## src/hw/memPkg.sv

```systemverilog
// Bit 0 is the MSB of every bus word; only 32K words exist and ECC, parity and bursts are absent
package memPkg;

   //////////////////////////////
   // Sizes and addresses
   //////////////////////////////

   // Implemented main memory, the rest of the 22-bit space is nonexistent
   localparam int memWords    = 32768;
   localparam int memAddrBits = 15;

   // Memory status register sits at device 0, register 100000 (octal)
   localparam logic [0:3]  statusDev = 4'd0;
   localparam logic [0:17] statusReg = 18'o100000;

   //////////////////////////////
   // Wait timing
   //////////////////////////////

   // Width of the wait timer count
   localparam int timerBits = 4;

   // Enabled edges of wait for a main memory access
   localparam logic [0:timerBits-1] memWaitStates = 4'd2;

   // Enabled edges before an unclaimed cycle is reported as nonexistent
   localparam logic [0:timerBits-1] nxmTimeout = 4'd8;

   // Sequencer state codes
   localparam int seqStateBits = 3;
   localparam logic [0:seqStateBits-1] stIdle   = 3'd0;
   localparam logic [0:seqStateBits-1] stDecode = 3'd1;
   localparam logic [0:seqStateBits-1] stWait   = 3'd2;
   localparam logic [0:seqStateBits-1] stStatus = 3'd3;
   localparam logic [0:seqStateBits-1] stNxm    = 3'd4;
   localparam logic [0:seqStateBits-1] stFinish = 3'd5;
   localparam logic [0:seqStateBits-1] stDone   = 3'd6;

   //////////////////////////////
   // Bus word types
   //////////////////////////////

   // One 36-bit bus word
   typedef logic [0:35] busWord_t;

   // Cycle flags in bits 0 to 13 of the address word
   typedef struct packed {
      logic [0:2] spare0;
      logic       rdCyc;
      logic       spare1;
      logic       wrCyc;
      logic [0:3] spare2;
      logic       ioCyc;
      logic [0:2] spare3;
   } busFlags_t;

   // Memory cycle, 22-bit physical address
   typedef struct packed {
      busFlags_t   flags;
      logic [0:21] memAddr;
   } memView_t;

   // IO cycle, device number and register address
   typedef struct packed {
      busFlags_t   flags;
      logic [0:3]  ioDev;
      logic [0:17] ioReg;
   } ioView_t;

   // ioCyc picks which view is meaningful
   typedef union packed {
      memView_t mem;
      ioView_t  io;
   } busAddr_u;

   // Command from sequencer to the memory array
   typedef struct packed {
      logic                   we;
      logic [0:memAddrBits-1] addr;
      busWord_t               wdata;
   } memCmd_t;

endpackage

```

## src/hw/memStatus.sv

```systemverilog
// Only PE, EE and PF are kept; EH, UE, RE, ECP, FCB and ERA always read zero
module memStatus (
   input  logic             clk,
   input  logic             rst,
   input  logic             clken,
   input  logic             statWe,
   input  memPkg::busWord_t busDataIn,
   output memPkg::busWord_t statWord
);

   // Parity error
   logic statPe;
   // ECC enable, inverse of the last ED written
   logic statEe;
   // Power failure, set at power-up
   logic statPf;

   //////////////////////////////
   // Write rules
   //////////////////////////////

   always_ff @(posedge clk)
   begin
      if (rst)
      begin
         statPe <= 1'b0;
         statEe <= 1'b1;
         statPf <= 1'b1;
      end
      else if (clken && statWe)
      begin
         // PE follows bit 3
         statPe <= busDataIn[3];
         // Zero in bit 12 clears PF, a one never sets it again
         statPf <= busDataIn[12] & statPf;
         // ED in bit 35 disables ECC
         statEe <= ~busDataIn[35];
      end
   end

   //////////////////////////////
   // Read layout
   //////////////////////////////

   always_comb
   begin
      statWord     = '0;
      statWord[3]  = statPe;
      statWord[4]  = statEe;
      statWord[12] = statPf;
   end

endmodule

```

## config.mk

```make
export PLATFORM = sky130hd
export DESIGN_NAME = memStatus
export DESIGN_NICKNAME = d
export VERILOG_FILES = /design/src/hw/memPkg.sv /design/src/hw/memStatus.sv
export SDC_FILE = /design/constraint.sdc
export NUM_CORES = 1
export LEC_CHECK = 0
export BUFFER_PORTS_ARGS = -buffer_cell sky130_fd_sc_hd__buf_2
export CAP_MARGIN = 20
export CORE_MARGIN = 5
export CORE_UTILIZATION = 26
export DETAILED_ROUTE_END_ITERATION = 8
export PLACE_DENSITY = 0.79
export SETUP_SLACK_MARGIN = 0.5
export SLEW_MARGIN = 30
export SYNTH_ARGS = -nofsm -noshare
export SYNTH_HDL_FRONTEND = slang
export SYNTH_SLANG_ARGS = --single-unit
```

## constraint.sdc

```tcl
create_clock -name clk -period 1.32 [get_ports clk]
set_input_delay 0.264 -clock clk [delete_from_list [all_inputs] [get_ports clk]]
set_output_delay 0.264 -clock clk [all_outputs]
set_load 0.03 [all_outputs]
```

==> impl_metrics.tcl <==
set metrics [dict create \
    status "finished clean" \
    cts_setup_buffers 0 \
    r2r_cells 2 \
    synth_top_area_share_pct 68.8 \
    viasPerCell 3.03 \
    syn_to_final_growth_pct -9.24 \
    register_area_um2 63.8 \
    synth_common_cells "buf_4 (36), dfxtp_1 (3), a21oi_1 (2), nor2_1 (2)" \
    die_h_um 48.9 \
    grt_pass1_wl_um 883 \
    diodes 0 \
    cts-htree-levels 1 \
    io_buffers 9 \
    grt_max_degree 6 \
    gr-total-overflow 0 \
    wl_per_cell_um 8.05 \
    crit_slowest_cell "dfxtp_2" \
    worstPathRequired_ps 1060 \
    powerDensity_nw_per_um2 1200 \
    ioPinCount 76 \
    hold_class "primary input to flip-flop" \
    firstDrtPassIters 2 \
    finalCritPeriodShare_pct 72.1 \
    drive_gt1_share_pct 29.3 \
    num_rows 14 \
    clkLatencyLatePin_ps 230 \
    crit_chain "buf_6" \
    crit_path_max_incr_delay_ps 330 \
    ir_drop_v 0.000178 \
    ys_seq_elements 3 \
    drcViolationCount 0 \
    fmax_mhz 1050 \
    synth_cell_types 10 \
    grtUsageTotal_pct 5.25 \
    cts_tree "done" \
    holdWs_ps 252 \
    multi_input_area_um2 183 \
    coreArea_um2 1470 \
    crit_type "flip-flop to output pin" \
    cap_violations 0 \
    hold_violations 0 \
    finalSetupTns_ps 0 \
    finalPower_mw 0.429 \
    avgSynthCellArea_um2 8.02 \
    nFillCells 177 \
    cp_num_buf_inv 1 \
    hold_depth 2 \
    die_area_um2 2390 \
    drv_slew 0 \
    synth_area_leader_cell "buf_4" \
    gp_congestion 0.601 \
    worst_setup_path_start_kind "flip-flop" \
    postRouteAntennaNets 0 \
    cts.path.max_buffers 2 \
    dp_hpwl_um 532 \
    p_leak_nw 0.206 \
    clock-sinks 3 \
    rsz0062_at_grt "yes" \
    final_nets 99 \
    critPathCaptureType "output pin" \
    syn_area_um2 393 \
    setup_viol 0 \
    num_vias 224 \
    ys_warn_count 0 \
    ys_seq_area_share_pct 15.3 \
    finClkSkew_ps 0 \
    grt_pass1_vias 204 \
    root_buffer "clkbuf_4" \
    cp_top_family "flip-flops" \
    yosysMostFrequentCell "buf_4" \
    crit_arrival_ps 690 \
    ys_async_sr_fraction_pct 0 \
    initialDrtViolationCount 3 \
    antenna_found_initial 0 \
    worstSetupPathDepth 1 \
    start_util_pct 26.7 \
    synth-edff-count 0 \
    ys_top_cells_by_area "buf_4 (69%), dfxtp_1 (15%), a21bo_2 (2.5%)" \
    finalCriticalPeriod_ps 951 \
    postSynthCellCount 49 \
    wirelength_um 596 \
    cp_max_fo 2 \
    die_w_um 48.9 \
    synth_flop_cell "dfxtp_1" \
    cts_made_buffers 3 \
    clkTransAtPathRegs_ps 40 \
]
-- metal layers --
layer	share of wire, %	vias to the layer above	global-route usage, %
met5	0	-	0
met4	1.7	0	4.04
met3	18	2	5.20
met2	54	22	8.04
met1	26	97	3.84
li1	-	103	-
-- cells by family after synthesis --
family | synth area share (%)
buf+inv | 68.8
simple gates | 7.64
compound gates | 7.33
flops | 15.3
other cells | 0.954
-- final timing paths --
check / start / to / slack (ps)
hold / removal: rst / statPe / 250
setup reg to reg: statPe / statPe / 570
hold reg to reg: statPf / statPf / 490
setup / recovery: statEe / statWord[31] / 370
-- power breakdown --
| group | total, mW | internal, mW | switching [mW] |
|---|---|---|---|
| combinational | 0.167 | 0.0217 | 0.146 |
| clock | 0.161 | 0.113 | 0.0482 |
| sequential | 0.100 | 0.0969 | 0.00309 |
-- through the flow --
step                instance area, µm²  util, %  std cells  worst slack [ps]
finish                             357     24.2         74               369
CTS                                357     24.2         74               357
global route                       357     24.2         74               327
global placement                   308     20.9         70               443
detailed placement                 308     20.9         70               420
floorplan                          513        -         81               586
-- registers in the layout (all words and copies together) (netlist names) --
signal and cells:
statEe 1, statPf 1, statPe 1
-- what timing repair did --
item,CTS,global route
gates cloned,0,0
hold buffers,0,0
resized for setup,9,0
setup endpoints to repair,3,3
hold endpoints to repair,0,0
-- placed cells by master (no fill, tap or decap) --
master and instances:
nand3_1 1, clkbuf_1 1, buf_6 3, nor2_1 2, and2_4 1, a21bo_2 1
a21oi_1 2, buf_2 6, o31a_1 1, nand4b_1 1, dfxtp_2 3, conb_1 33
clkbuf_4 3
-- final cells by class --
| type | count | area share [%] |
|---|---|---|
| clock buffer | 4 | 7.37 |
| multi-input combinational | 42 | 51.2 |
| sequential | 3 | 17.9 |
| tap | 16 | 5.61 |
| timing repair buffer | 9 | 17.9 |
(Power assumes the default switching activity.)
