$ cat config.mk
export PLATFORM = sky130hd
export DESIGN_NAME = waitTimer
export DESIGN_NICKNAME = d
export VERILOG_FILES = /design/src/hw/memPkg.sv /design/src/hw/waitTimer.sv
export SDC_FILE = /design/constraint.sdc
export NUM_CORES = 1
export LEC_CHECK = 0
export BUFFER_PORTS_ARGS = -buffer_cell sky130_fd_sc_hd__buf_4
export CAP_MARGIN = 40
export CORE_AREA = 2 2 39 41
export CTS_CLUSTER_DIAMETER = 150
export DETAILED_ROUTE_END_ITERATION = 10
export DIE_AREA = 0 0 41 43
export PLACE_DENSITY = 0.5
export SLEW_MARGIN = 0
export SYNTH_ARGS = -nofsm -noshare
export SYNTH_HDL_FRONTEND = slang
export SYNTH_SLANG_ARGS = --single-unit
$ cat constraint.sdc
create_clock -name clk -period 1.95 [get_ports clk]
set_input_delay 0.0975 -clock clk [delete_from_list [all_inputs] [get_ports clk]]
set_output_delay 0.0975 -clock clk [all_outputs]
set_load 0.005 [all_outputs]
$ cat src/hw/memPkg.sv
// Bit 0 is the MSB of every bus word; only 32K words exist and ECC, parity and bursts are absent
package memPkg;

   //////////////////////////////
   // Sizes and addresses
   //////////////////////////////

   // Implemented main memory, the rest of the 22-bit space is nonexistent
   localparam int memWords    = 32768;
   localparam int memAddrBits = 15;

   // Memory status register sits at device 0, register 100000 (octal)
   localparam logic [0:3]  statusDev = 4'd0;
   localparam logic [0:17] statusReg = 18'o100000;

   //////////////////////////////
   // Wait timing
   //////////////////////////////

   // Width of the wait timer count
   localparam int timerBits = 4;

   // Enabled edges of wait for a main memory access
   localparam logic [0:timerBits-1] memWaitStates = 4'd2;

   // Enabled edges before an unclaimed cycle is reported as nonexistent
   localparam logic [0:timerBits-1] nxmTimeout = 4'd8;

   // Sequencer state codes
   localparam int seqStateBits = 3;
   localparam logic [0:seqStateBits-1] stIdle   = 3'd0;
   localparam logic [0:seqStateBits-1] stDecode = 3'd1;
   localparam logic [0:seqStateBits-1] stWait   = 3'd2;
   localparam logic [0:seqStateBits-1] stStatus = 3'd3;
   localparam logic [0:seqStateBits-1] stNxm    = 3'd4;
   localparam logic [0:seqStateBits-1] stFinish = 3'd5;
   localparam logic [0:seqStateBits-1] stDone   = 3'd6;

   //////////////////////////////
   // Bus word types
   //////////////////////////////

   // One 36-bit bus word
   typedef logic [0:35] busWord_t;

   // Cycle flags in bits 0 to 13 of the address word
   typedef struct packed {
      logic [0:2] spare0;
      logic       rdCyc;
      logic       spare1;
      logic       wrCyc;
      logic [0:3] spare2;
      logic       ioCyc;
      logic [0:2] spare3;
   } busFlags_t;

   // Memory cycle, 22-bit physical address
   typedef struct packed {
      busFlags_t   flags;
      logic [0:21] memAddr;
   } memView_t;

   // IO cycle, device number and register address
   typedef struct packed {
      busFlags_t   flags;
      logic [0:3]  ioDev;
      logic [0:17] ioReg;
   } ioView_t;

   // ioCyc picks which view is meaningful
   typedef union packed {
      memView_t mem;
      ioView_t  io;
   } busAddr_u;

   // Command from sequencer to the memory array
   typedef struct packed {
      logic                   we;
      logic [0:memAddrBits-1] addr;
      busWord_t               wdata;
   } memCmd_t;

endpackage

$ cat src/hw/waitTimer.sv
// Count advances only on clken edges; a load of zero never raises timerDone
module waitTimer (
   input  logic                         clk,
   input  logic                         rst,
   input  logic                         clken,
   input  logic                         timerLoad,
   input  logic [0:memPkg::timerBits-1] timerCount,
   output logic                         timerDone
);

   // Remaining wait cycles
   logic [0:memPkg::timerBits-1] count;

   always_ff @(posedge clk)
   begin
      if (rst)
      begin
         count     <= '0;
         timerDone <= 1'b0;
      end
      else if (clken)
      begin
         // Done is a single enabled-cycle pulse
         timerDone <= 1'b0;
         if (timerLoad)
            count <= timerCount;
         else if (count != '0)
         begin
            count <= count - 1'b1;
            // Last step down to zero
            if (count == 1)
               timerDone <= 1'b1;
         end
      end
   end

endmodule

==> impl_metrics.tcl <==
set metrics [dict create \
    outcome "finished clean" \
    finalMaxSlewViolations 0 \
    hold_path_class "in -> reg" \
    drc 0 \
    drive_gt1_share_pct 31.91 \
    setup_viol 0 \
    grt_pass1_vias 265 \
    grt_overflow 0 \
    chipHeight_um 43 \
    cts_resized 0 \
    cp_slowest_cell "or4b_4" \
    design_area_um2 412.9 \
    cts_tree "yes" \
    cts_sinks 5 \
    core.rowCount 14 \
    cts_root_buf "clkbuf_4" \
    hold_buffers 0 \
    ant_nets 0 \
    maxCapViolCount 0 \
    tightest_slew_ns 0.2541 \
    wire_per_inst_um 10.79 \
    max_freq_ghz 0.6738 \
    place_hpwl_um 489.5 \
    path_clk_slew_ns 0.05 \
    finalNonFillerCells 63 \
    yosys_warnings 0 \
    synthToLayoutAreaGrowth_pct 30.43 \
    ys_seq_area_share_pct 31.62 \
    power_leakage_nw 0.1606 \
    relSlewSlack_pct 82.84 \
    drtPass1Iterations 4 \
    insertion_delay_ns 0.25 \
    required_ns 2.07 \
    critical-path-max-stage-delay_ns 0.51 \
    tritoncts.num_buffers 3 \
    crit_chain "inv_1 -> ha_1 -> or4b_4 -> a31oi_1 -> a311oi_1" \
    hold_viol 0 \
    grt_setup_unrepaired "no" \
    grt_max_degree 12 \
    dp.cells 59 \
    postCtsSetupBuffers 0 \
    max-clock-path-buffers 2 \
    port_buffers 8 \
    drt_iter0_markers 7 \
    ios 9 \
    post_dp_cell_area_um2 386.6 \
    fin_util_pct 29.84 \
    syn_nets 47 \
    synthesis.area_um2 316.6 \
    vias_per_cell 4.698 \
    start_util_pct 22.88 \
    nNetsFinal 58 \
    wl_um 680 \
    layout_commonest_cell "buf_4" \
    power_density_nw_per_um2 752.0 \
    core_area_um2 1384 \
    die-width_um 41 \
    fin_crit_ns 1.484 \
    path_buf_inv 1 \
    antenna_found_initial 0 \
    h-tree-depth 1 \
    synth-seq-cells 5 \
    critPathCaptureType "flip-flop" \
    diodes 0 \
    fin_crit_sh_pct 76.11 \
    grt_use_total_pct 10.35 \
    synthCells 37 \
    final_cell_mix "buf_4, a21oi_1, dfxtp_1, clkbuf_4" \
    setup-tns-final_ns 0 \
    gp_congestion 0.7111 \
    synth_cell_types 21 \
    finalClockSkew_ns 0.005688 \
    avgSynthCellArea_um2 8.556 \
    crit_family "simple AND/OR/NAND/NOR gates" \
    crit_fanout 5 \
    path_class "reg -> reg" \
    vias 296 \
    ir_drop_mv 0.2124 \
    die-area_um2 1763 \
    grt_pass1_wl_mm 1.131 \
    power_w 0.0003105 \
    cp-start-kind "flip-flop" \
    arrival_ns 1.61 \
]
power breakdown:
| group | internal [W] | leakage [nW] | switching [W] |
|---|---|---|---|
| clock network | 0.0000778 | 0.0150 | 0.0000484 |
| registers | 0.000111 | 0.0411 | 0.00000946 |
| logic | 0.0000355 | 0.105 | 0.0000289 |
state kept, by name, summed over array words and instances, names as in the netlist:
name,cells
count,4
timerDone,1
kinds of logic (layout without fill, tap and decap cells):
group / Yosys count / count (layout) / share of synthesized area (%)
flops: 5 / 5 / 31.62
simple gates: 14 / 14 / 30.44
compound gates: 12 / 12 / 24.51
buf+inv: 4 / 14 / 5.535
fa+ha+maj: 2 / 2 / 7.904
cell type report:
type | instances | area [um^2]
inverters | 2 | 7.507
flip-flops and latches | 5 | 100.1
repair buffers | 8 | 60.06
fillers | 151 | 970.9
clock buffers | 4 | 26.28
well taps | 16 | 20.02
multi-input cells | 28 | 198.9
cell usage after synthesis (all sizes together):
master,instances,area (um^2)
a21oi,5,25.02
a311oi,2,17.52
a31oi,1,6.260
and2,1,6.260
and4bb,1,12.51
buf,2,10.01
dfxtp,5,100.1
ha,2,25.02
inv,2,7.510
nand2,2,7.510
nand2b,2,12.51
nand4b,1,8.760
nor2,1,3.750
nor2b,1,6.260
nor3,2,10.01
nor4,1,6.260
o21ai,2,10.01
o31a,1,10.01
o41ai,1,8.760
or3b,1,8.760
or4b,1,13.76
final timing paths:
path,start,endpoint,slack (ns),cells past startpoint
worst max-delay path,count[3]$_SDFFE_PP0P_,count[3]$_SDFFE_PP0P_,0.47,5
worst min-delay path,rst,timerDone$_SDFFE_PP0P_,0.05,2
worst max register to register,count[3]$_SDFFE_PP0P_,count[3]$_SDFFE_PP0P_,0.47,5
worst min register to register,timerDone$_SDFFE_PP0P_,timerDone$_SDFFE_PP0P_,0.47,2
worst reg2reg max path, cell delays in order (launching register included):
cell      delay [ns]
dfxtp_1         0.34
inv_1           0.08
ha_1            0.18
or4b_4          0.51
a31oi_1         0.19
a311oi_1        0.06
stage by stage:
stage | worst slack [ns] | hold WS [ns]
global placement | 0.4744 | 0.3134
CTS | 0.4582 | 0.04907
global route | 0.3675 | 0.06275
finish | 0.4658 | 0.05288
floorplan | 0.5619 | 0.1666
detailed placement | 0.4631 | 0.3112
routing by layer:
layer | vias up | GRT usage [%] | wire length (um)
met2 | 7 | 12.50 | 275
met1 | 126 | 12.58 | 349
li1 | 159 | - | -
met4 | 0 | 14.00 | 38
met5 | - | 0 | 0
met3 | 4 | 1.571 | 17
(Power assumes the default switching activity.)
