===== src/hw/memPkg.sv =====
// Bit 0 is the MSB of every bus word; only 32K words exist and ECC, parity and bursts are absent
package memPkg;

   //////////////////////////////
   // Sizes and addresses
   //////////////////////////////

   // Implemented main memory, the rest of the 22-bit space is nonexistent
   localparam int memWords    = 32768;
   localparam int memAddrBits = 15;

   // Memory status register sits at device 0, register 100000 (octal)
   localparam logic [0:3]  statusDev = 4'd0;
   localparam logic [0:17] statusReg = 18'o100000;

   //////////////////////////////
   // Wait timing
   //////////////////////////////

   // Width of the wait timer count
   localparam int timerBits = 4;

   // Enabled edges of wait for a main memory access
   localparam logic [0:timerBits-1] memWaitStates = 4'd2;

   // Enabled edges before an unclaimed cycle is reported as nonexistent
   localparam logic [0:timerBits-1] nxmTimeout = 4'd8;

   // Sequencer state codes
   localparam int seqStateBits = 3;
   localparam logic [0:seqStateBits-1] stIdle   = 3'd0;
   localparam logic [0:seqStateBits-1] stDecode = 3'd1;
   localparam logic [0:seqStateBits-1] stWait   = 3'd2;
   localparam logic [0:seqStateBits-1] stStatus = 3'd3;
   localparam logic [0:seqStateBits-1] stNxm    = 3'd4;
   localparam logic [0:seqStateBits-1] stFinish = 3'd5;
   localparam logic [0:seqStateBits-1] stDone   = 3'd6;

   //////////////////////////////
   // Bus word types
   //////////////////////////////

   // One 36-bit bus word
   typedef logic [0:35] busWord_t;

   // Cycle flags in bits 0 to 13 of the address word
   typedef struct packed {
      logic [0:2] spare0;
      logic       rdCyc;
      logic       spare1;
      logic       wrCyc;
      logic [0:3] spare2;
      logic       ioCyc;
      logic [0:2] spare3;
   } busFlags_t;

   // Memory cycle, 22-bit physical address
   typedef struct packed {
      busFlags_t   flags;
      logic [0:21] memAddr;
   } memView_t;

   // IO cycle, device number and register address
   typedef struct packed {
      busFlags_t   flags;
      logic [0:3]  ioDev;
      logic [0:17] ioReg;
   } ioView_t;

   // ioCyc picks which view is meaningful
   typedef union packed {
      memView_t mem;
      ioView_t  io;
   } busAddr_u;

   // Command from sequencer to the memory array
   typedef struct packed {
      logic                   we;
      logic [0:memAddrBits-1] addr;
      busWord_t               wdata;
   } memCmd_t;

endpackage


===== src/hw/memSequencer.sv =====
// One cycle in flight; requester must hold busReq, busAddr and busDataIn until busAck or busNxm
module memSequencer (
   input  logic                         clk,
   input  logic                         rst,
   input  logic                         clken,
   input  logic                         busReq,
   input  memPkg::busAddr_u             busAddr,
   input  memPkg::busWord_t             busDataIn,
   input  memPkg::busWord_t             memRdData,
   input  memPkg::busWord_t             statWord,
   input  logic                         timerDone,
   output logic                         busAck,
   output logic                         busNxm,
   output memPkg::busWord_t             busDataOut,
   output memPkg::memCmd_t              memCmd,
   output logic                         memRd,
   output logic                         statWe,
   output logic                         timerLoad,
   output logic [0:memPkg::timerBits-1] timerCount
);

   logic [0:memPkg::seqStateBits-1] state;
   memPkg::memView_t memView;
   memPkg::ioView_t  ioView;
   logic isIo;
   logic hitStat;
   logic hitMem;
   logic inDecode;

   //////////////////////////////
   // Address decode
   //////////////////////////////

   // Same word seen two ways
   assign memView  = busAddr.mem;
   assign ioView   = busAddr.io;
   assign isIo     = ioView.flags.ioCyc;
   assign inDecode = (state == memPkg::stDecode);

   // Status register claims its one IO address
   assign hitStat = isIo && (ioView.ioDev == memPkg::statusDev)
                        && (ioView.ioReg == memPkg::statusReg);

   // Memory claims only the implemented words
   assign hitMem = !isIo && (memView.memAddr < memPkg::memWords);

   // Array command and strobes, live for the decode state only
   always_comb
   begin
      memCmd.we    = inDecode && hitMem && memView.flags.wrCyc;
      memCmd.addr  = memView.memAddr[22-memPkg::memAddrBits:21];
      memCmd.wdata = busDataIn;
      memRd        = inDecode && hitMem && memView.flags.rdCyc;
      statWe       = inDecode && hitStat && ioView.flags.wrCyc;
      // Timer covers memory waits and the NXM timeout
      timerLoad    = inDecode && !hitStat;
      timerCount   = hitMem ? memPkg::memWaitStates : memPkg::nxmTimeout;
   end

   //////////////////////////////
   // Cycle FSM
   //////////////////////////////

   always_ff @(posedge clk)
   begin
      if (rst)
      begin
         state  <= memPkg::stIdle;
         busAck <= 1'b0;
         busNxm <= 1'b0;
      end
      else if (clken)
      begin
         case (state)
            memPkg::stIdle:
               if (busReq)
                  state <= memPkg::stDecode;
            // Pick the target of the cycle
            memPkg::stDecode:
               if (hitStat)
                  state <= memPkg::stStatus;
               else if (hitMem)
                  state <= memPkg::stWait;
               else
                  state <= memPkg::stNxm;
            memPkg::stWait:
               if (timerDone)
               begin
                  busAck <= 1'b1;
                  state  <= memPkg::stFinish;
               end
            // Write already applied in decode
            memPkg::stStatus:
            begin
               busAck <= 1'b1;
               state  <= memPkg::stFinish;
            end
            memPkg::stNxm:
               if (timerDone)
               begin
                  busNxm <= 1'b1;
                  state  <= memPkg::stFinish;
               end
            // End the pulse
            memPkg::stFinish:
            begin
               busAck <= 1'b0;
               busNxm <= 1'b0;
               state  <= memPkg::stDone;
            end
            // No new cycle until the request drops
            memPkg::stDone:
               if (!busReq)
                  state <= memPkg::stIdle;
            default:
               state <= memPkg::stIdle;
         endcase
      end
   end

   // Read data, held between acknowledges
   always_ff @(posedge clk)
   begin
      if (clken && (state == memPkg::stWait) && timerDone && memView.flags.rdCyc)
         busDataOut <= memRdData;
      else if (clken && (state == memPkg::stStatus) && ioView.flags.rdCyc)
         busDataOut <= statWord;
   end

endmodule


===== config.mk =====
export PLATFORM = sky130hd
export DESIGN_NAME = memSequencer
export DESIGN_NICKNAME = d
export VERILOG_FILES = /design/src/hw/memPkg.sv /design/src/hw/memSequencer.sv
export SDC_FILE = /design/constraint.sdc
export NUM_CORES = 1
export LEC_CHECK = 0
export BUFFER_PORTS_ARGS = -buffer_cell sky130_fd_sc_hd__buf_2
export CORE_MARGIN = 8
export CORE_UTILIZATION = 30
export DETAILED_ROUTE_END_ITERATION = 7
export PLACE_DENSITY = 0.79
export SETUP_SLACK_MARGIN = 0.02
export SLEW_MARGIN = 0
export SYNTH_ARGS = -nofsm -noshare
export SYNTH_HDL_FRONTEND = slang
export SYNTH_SLANG_ARGS = --single-unit

===== constraint.sdc =====
create_clock -name clk -period 2.7 [get_ports clk]
set_input_delay 0.405 -clock clk [delete_from_list [all_inputs] [get_ports clk]]
set_output_delay 0.405 -clock clk [all_outputs]
set_load 0.02 [all_outputs]

==> metrics.cfg <==
[yosys]
synth_area_leaders = edfxtp_1 (45%), buf_4 (17%), mux2_2 (17%)
yosys.area_share.xor_xnor_pct = 0
synth_mux_area_share_pct = 16.9
yosysSeqAreaShare_pct = 49.3
synth_top_family_by_area = buffers and inverters
synth_top_area_share_pct = 45.1
netlist_instances = 194
ys_types = 39
yosys.area_share.simple_pct = 9.77
synthAdderAreaFrac_pct = 0
synthArstFlopShare_pct = 0
synth_compound_area_share_pct = 5.07
syn_area_per_cell_um2 = 12.3
synth_top_cell_by_area = edfxtp_1
syn_area_mm2 = 0.00239
synth_flop_cell = edfxtp_1
yosysWarningCount = 0
synth_seq_cells = 41
synth_edf_count = 36

[layout]
drive_gt1_share_pct = 69.7
nets = 452
diodes = 0
syn_to_final_growth_pct = 24.9
mostFrequentLayoutCells = buf_2 (160), mux2_2 (36), edfxtp_1 (36)
final_common_cell = buf_2
final_cells = 406
fin_area_mm2 = 0.00299

[timing]
fin_worst_skew_ns = 0.00939
tns_ns = 0
hold_violations = 0
clock.fmax_mhz = 426
min_period_over_period_pct = 86.9
worst_slack_ns = 0.354
rsz0062_at_grt = false
fin_crit_ns = 2.35
slew_violations = 0
setup_viol_count_final = 0

[cts]
cts_resized = 0
clkTransAtPathRegs_ns = 0.08
cts-root-buf = clkbuf_8
clk_latency_ns = 0.29
clockBufferDepth = 2
cts.sinks = 41
cts_hold_buffers = 0
cts_tree = yes
numCtsBuffers = 5
htreeDepth = 2
cts_setup_buffers = 0

[placed_design]
pre_cts_slack_ns = 0.310
gp_congestion = 0.783
place_inst = 398
placed_area_mm2 = 0.00290
numPortBuffers = 160
dp_hpwl_um = 6650

[global_routing]
antenna_found_initial = 0
grt-ovfl-total = 0
grt_pass1_vias = 1939
grt_max_degree = 37
track_usage_pct = 12.6
grt_first_pass_wirelength_um = 11100

[power_and_ir_drop]
ir_drop_v = 0.000189
pwr_density_cell_mw_per_mm2 = 416
leakage_nw = 1.29

[setup_path]
cp.required_ns = 2.30
cp_max_fo = 3
endpoint_kind = primary output
crit_type = in -> out
cp-start-kind = input port
crit_arrival_ns = 1.94

[floorplan]
die_area_mm2 = 0.0111
die_h_um = 105
io-pin-count = 246
start_util_pct = 31.0
core-area_mm2 = 0.00773
num_rows = 32
dieWidth_um = 105

[drt]
vias = 1854
ant_nets = 0
routed_via_density = 4.57
totalWireLength_um = 7600
remaining_drc_errors = 0
wl_per_cell_um = 18.7
first_pass_iters = 4
drt_iter0_drc = 19

[run]
max-cap-violations = 0

[run_status]
status = completed

[hold_path]
holdCritPathClass = in -> reg

==> kinds of logic (layout without fill, tap and decap cells) <==
kind of cell           count (synthesis)  after routing
and+or+nand+nor                       35             35
muxes                                 36             36
DFF                                   41             41
buffers and inverters                 64            173
other                                  1              2
AOI/OAI and AO/OA                     17             17
==> metal layers <==
metal  track usage (%)  wire [um]
met1              11.0       2440
met2              22.3       3760
met3              7.73       1190
met4              6.22        217
met5                 0          0
==> final timing paths <==
kind / slack [ns] / depth (start not counted) / from / to
hold / removal: 0.35 / 2 / rst / state[1]
setup / recovery: 0.35 / 6 / busAddr[5] / timerLoad
hold reg to reg: 0.54 / 2 / busNxm / busNxm
setup reg to reg: 0.76 / 4 / state[1] / busDataOut[21]
==> cell usage after synthesis (all sizes together), types with 2 or more instances <==
cell and instances:
nor2 5, nand2 4, o31ai 2, clkbuf 2
and2 2, dfxtp 5, nor2b 3, mux2 36
inv 3, edfxtp 36, o21ai 2, nor4 4
a21oi 5, nor3 6, buf 59
==> state kept, by name, indices dropped and copies added (netlist names) <==
name,flops
busNxm,1
state,3
busDataOut,36
busAck,1
==> report_power, final <==
| group | leakage, nW | total, mW | internal [mW] | switching, mW |
|---|---|---|---|---|
| clock network | 0.0439 | 0.381 | 0.178 | 0.203 |
| logic | 0.887 | 0.171 | 0.0932 | 0.0776 |
| registers | 0.364 | 0.693 | 0.689 | 0.00401 |
| total | 1.29 | 1.25 | 0.961 | 0.284 |
==> critical path, cell delays in order <==
cell	delay, ns
buf_2	0.11
nor4b_2	0.38
nand2_1	0.12
or4b_4	0.56
and2_2	0.21
buf_2	0.15
==> area by class of cell <==
| cell class | instances | area (um2) |
|---|---|---|
| inverter | 3 | 11.3 |
| clock buffer | 5 | 68.8 |
| sequential | 41 | 1180 |
| fill | 751 | 4740 |
| tap | 102 | 128 |
| multi-input combinational | 90 | 768 |
| timing repair buffer | 162 | 816 |
| clock inverter | 3 | 17.5 |
==> through the flow <==
stage	power, mW	utilization (%)	hold WS (ns)
6_report	1.25	38.7	0.354
3_3_place_gp	0.875	37.6	0.500
5_1_grt	1.30	38.7	0.341
3_5_place_dp	0.881	37.6	0.519
2_1_floorplan	0.873	-	0.473
4_1_cts	1.26	38.7	0.337
Power figures use the tool's default switching activity.
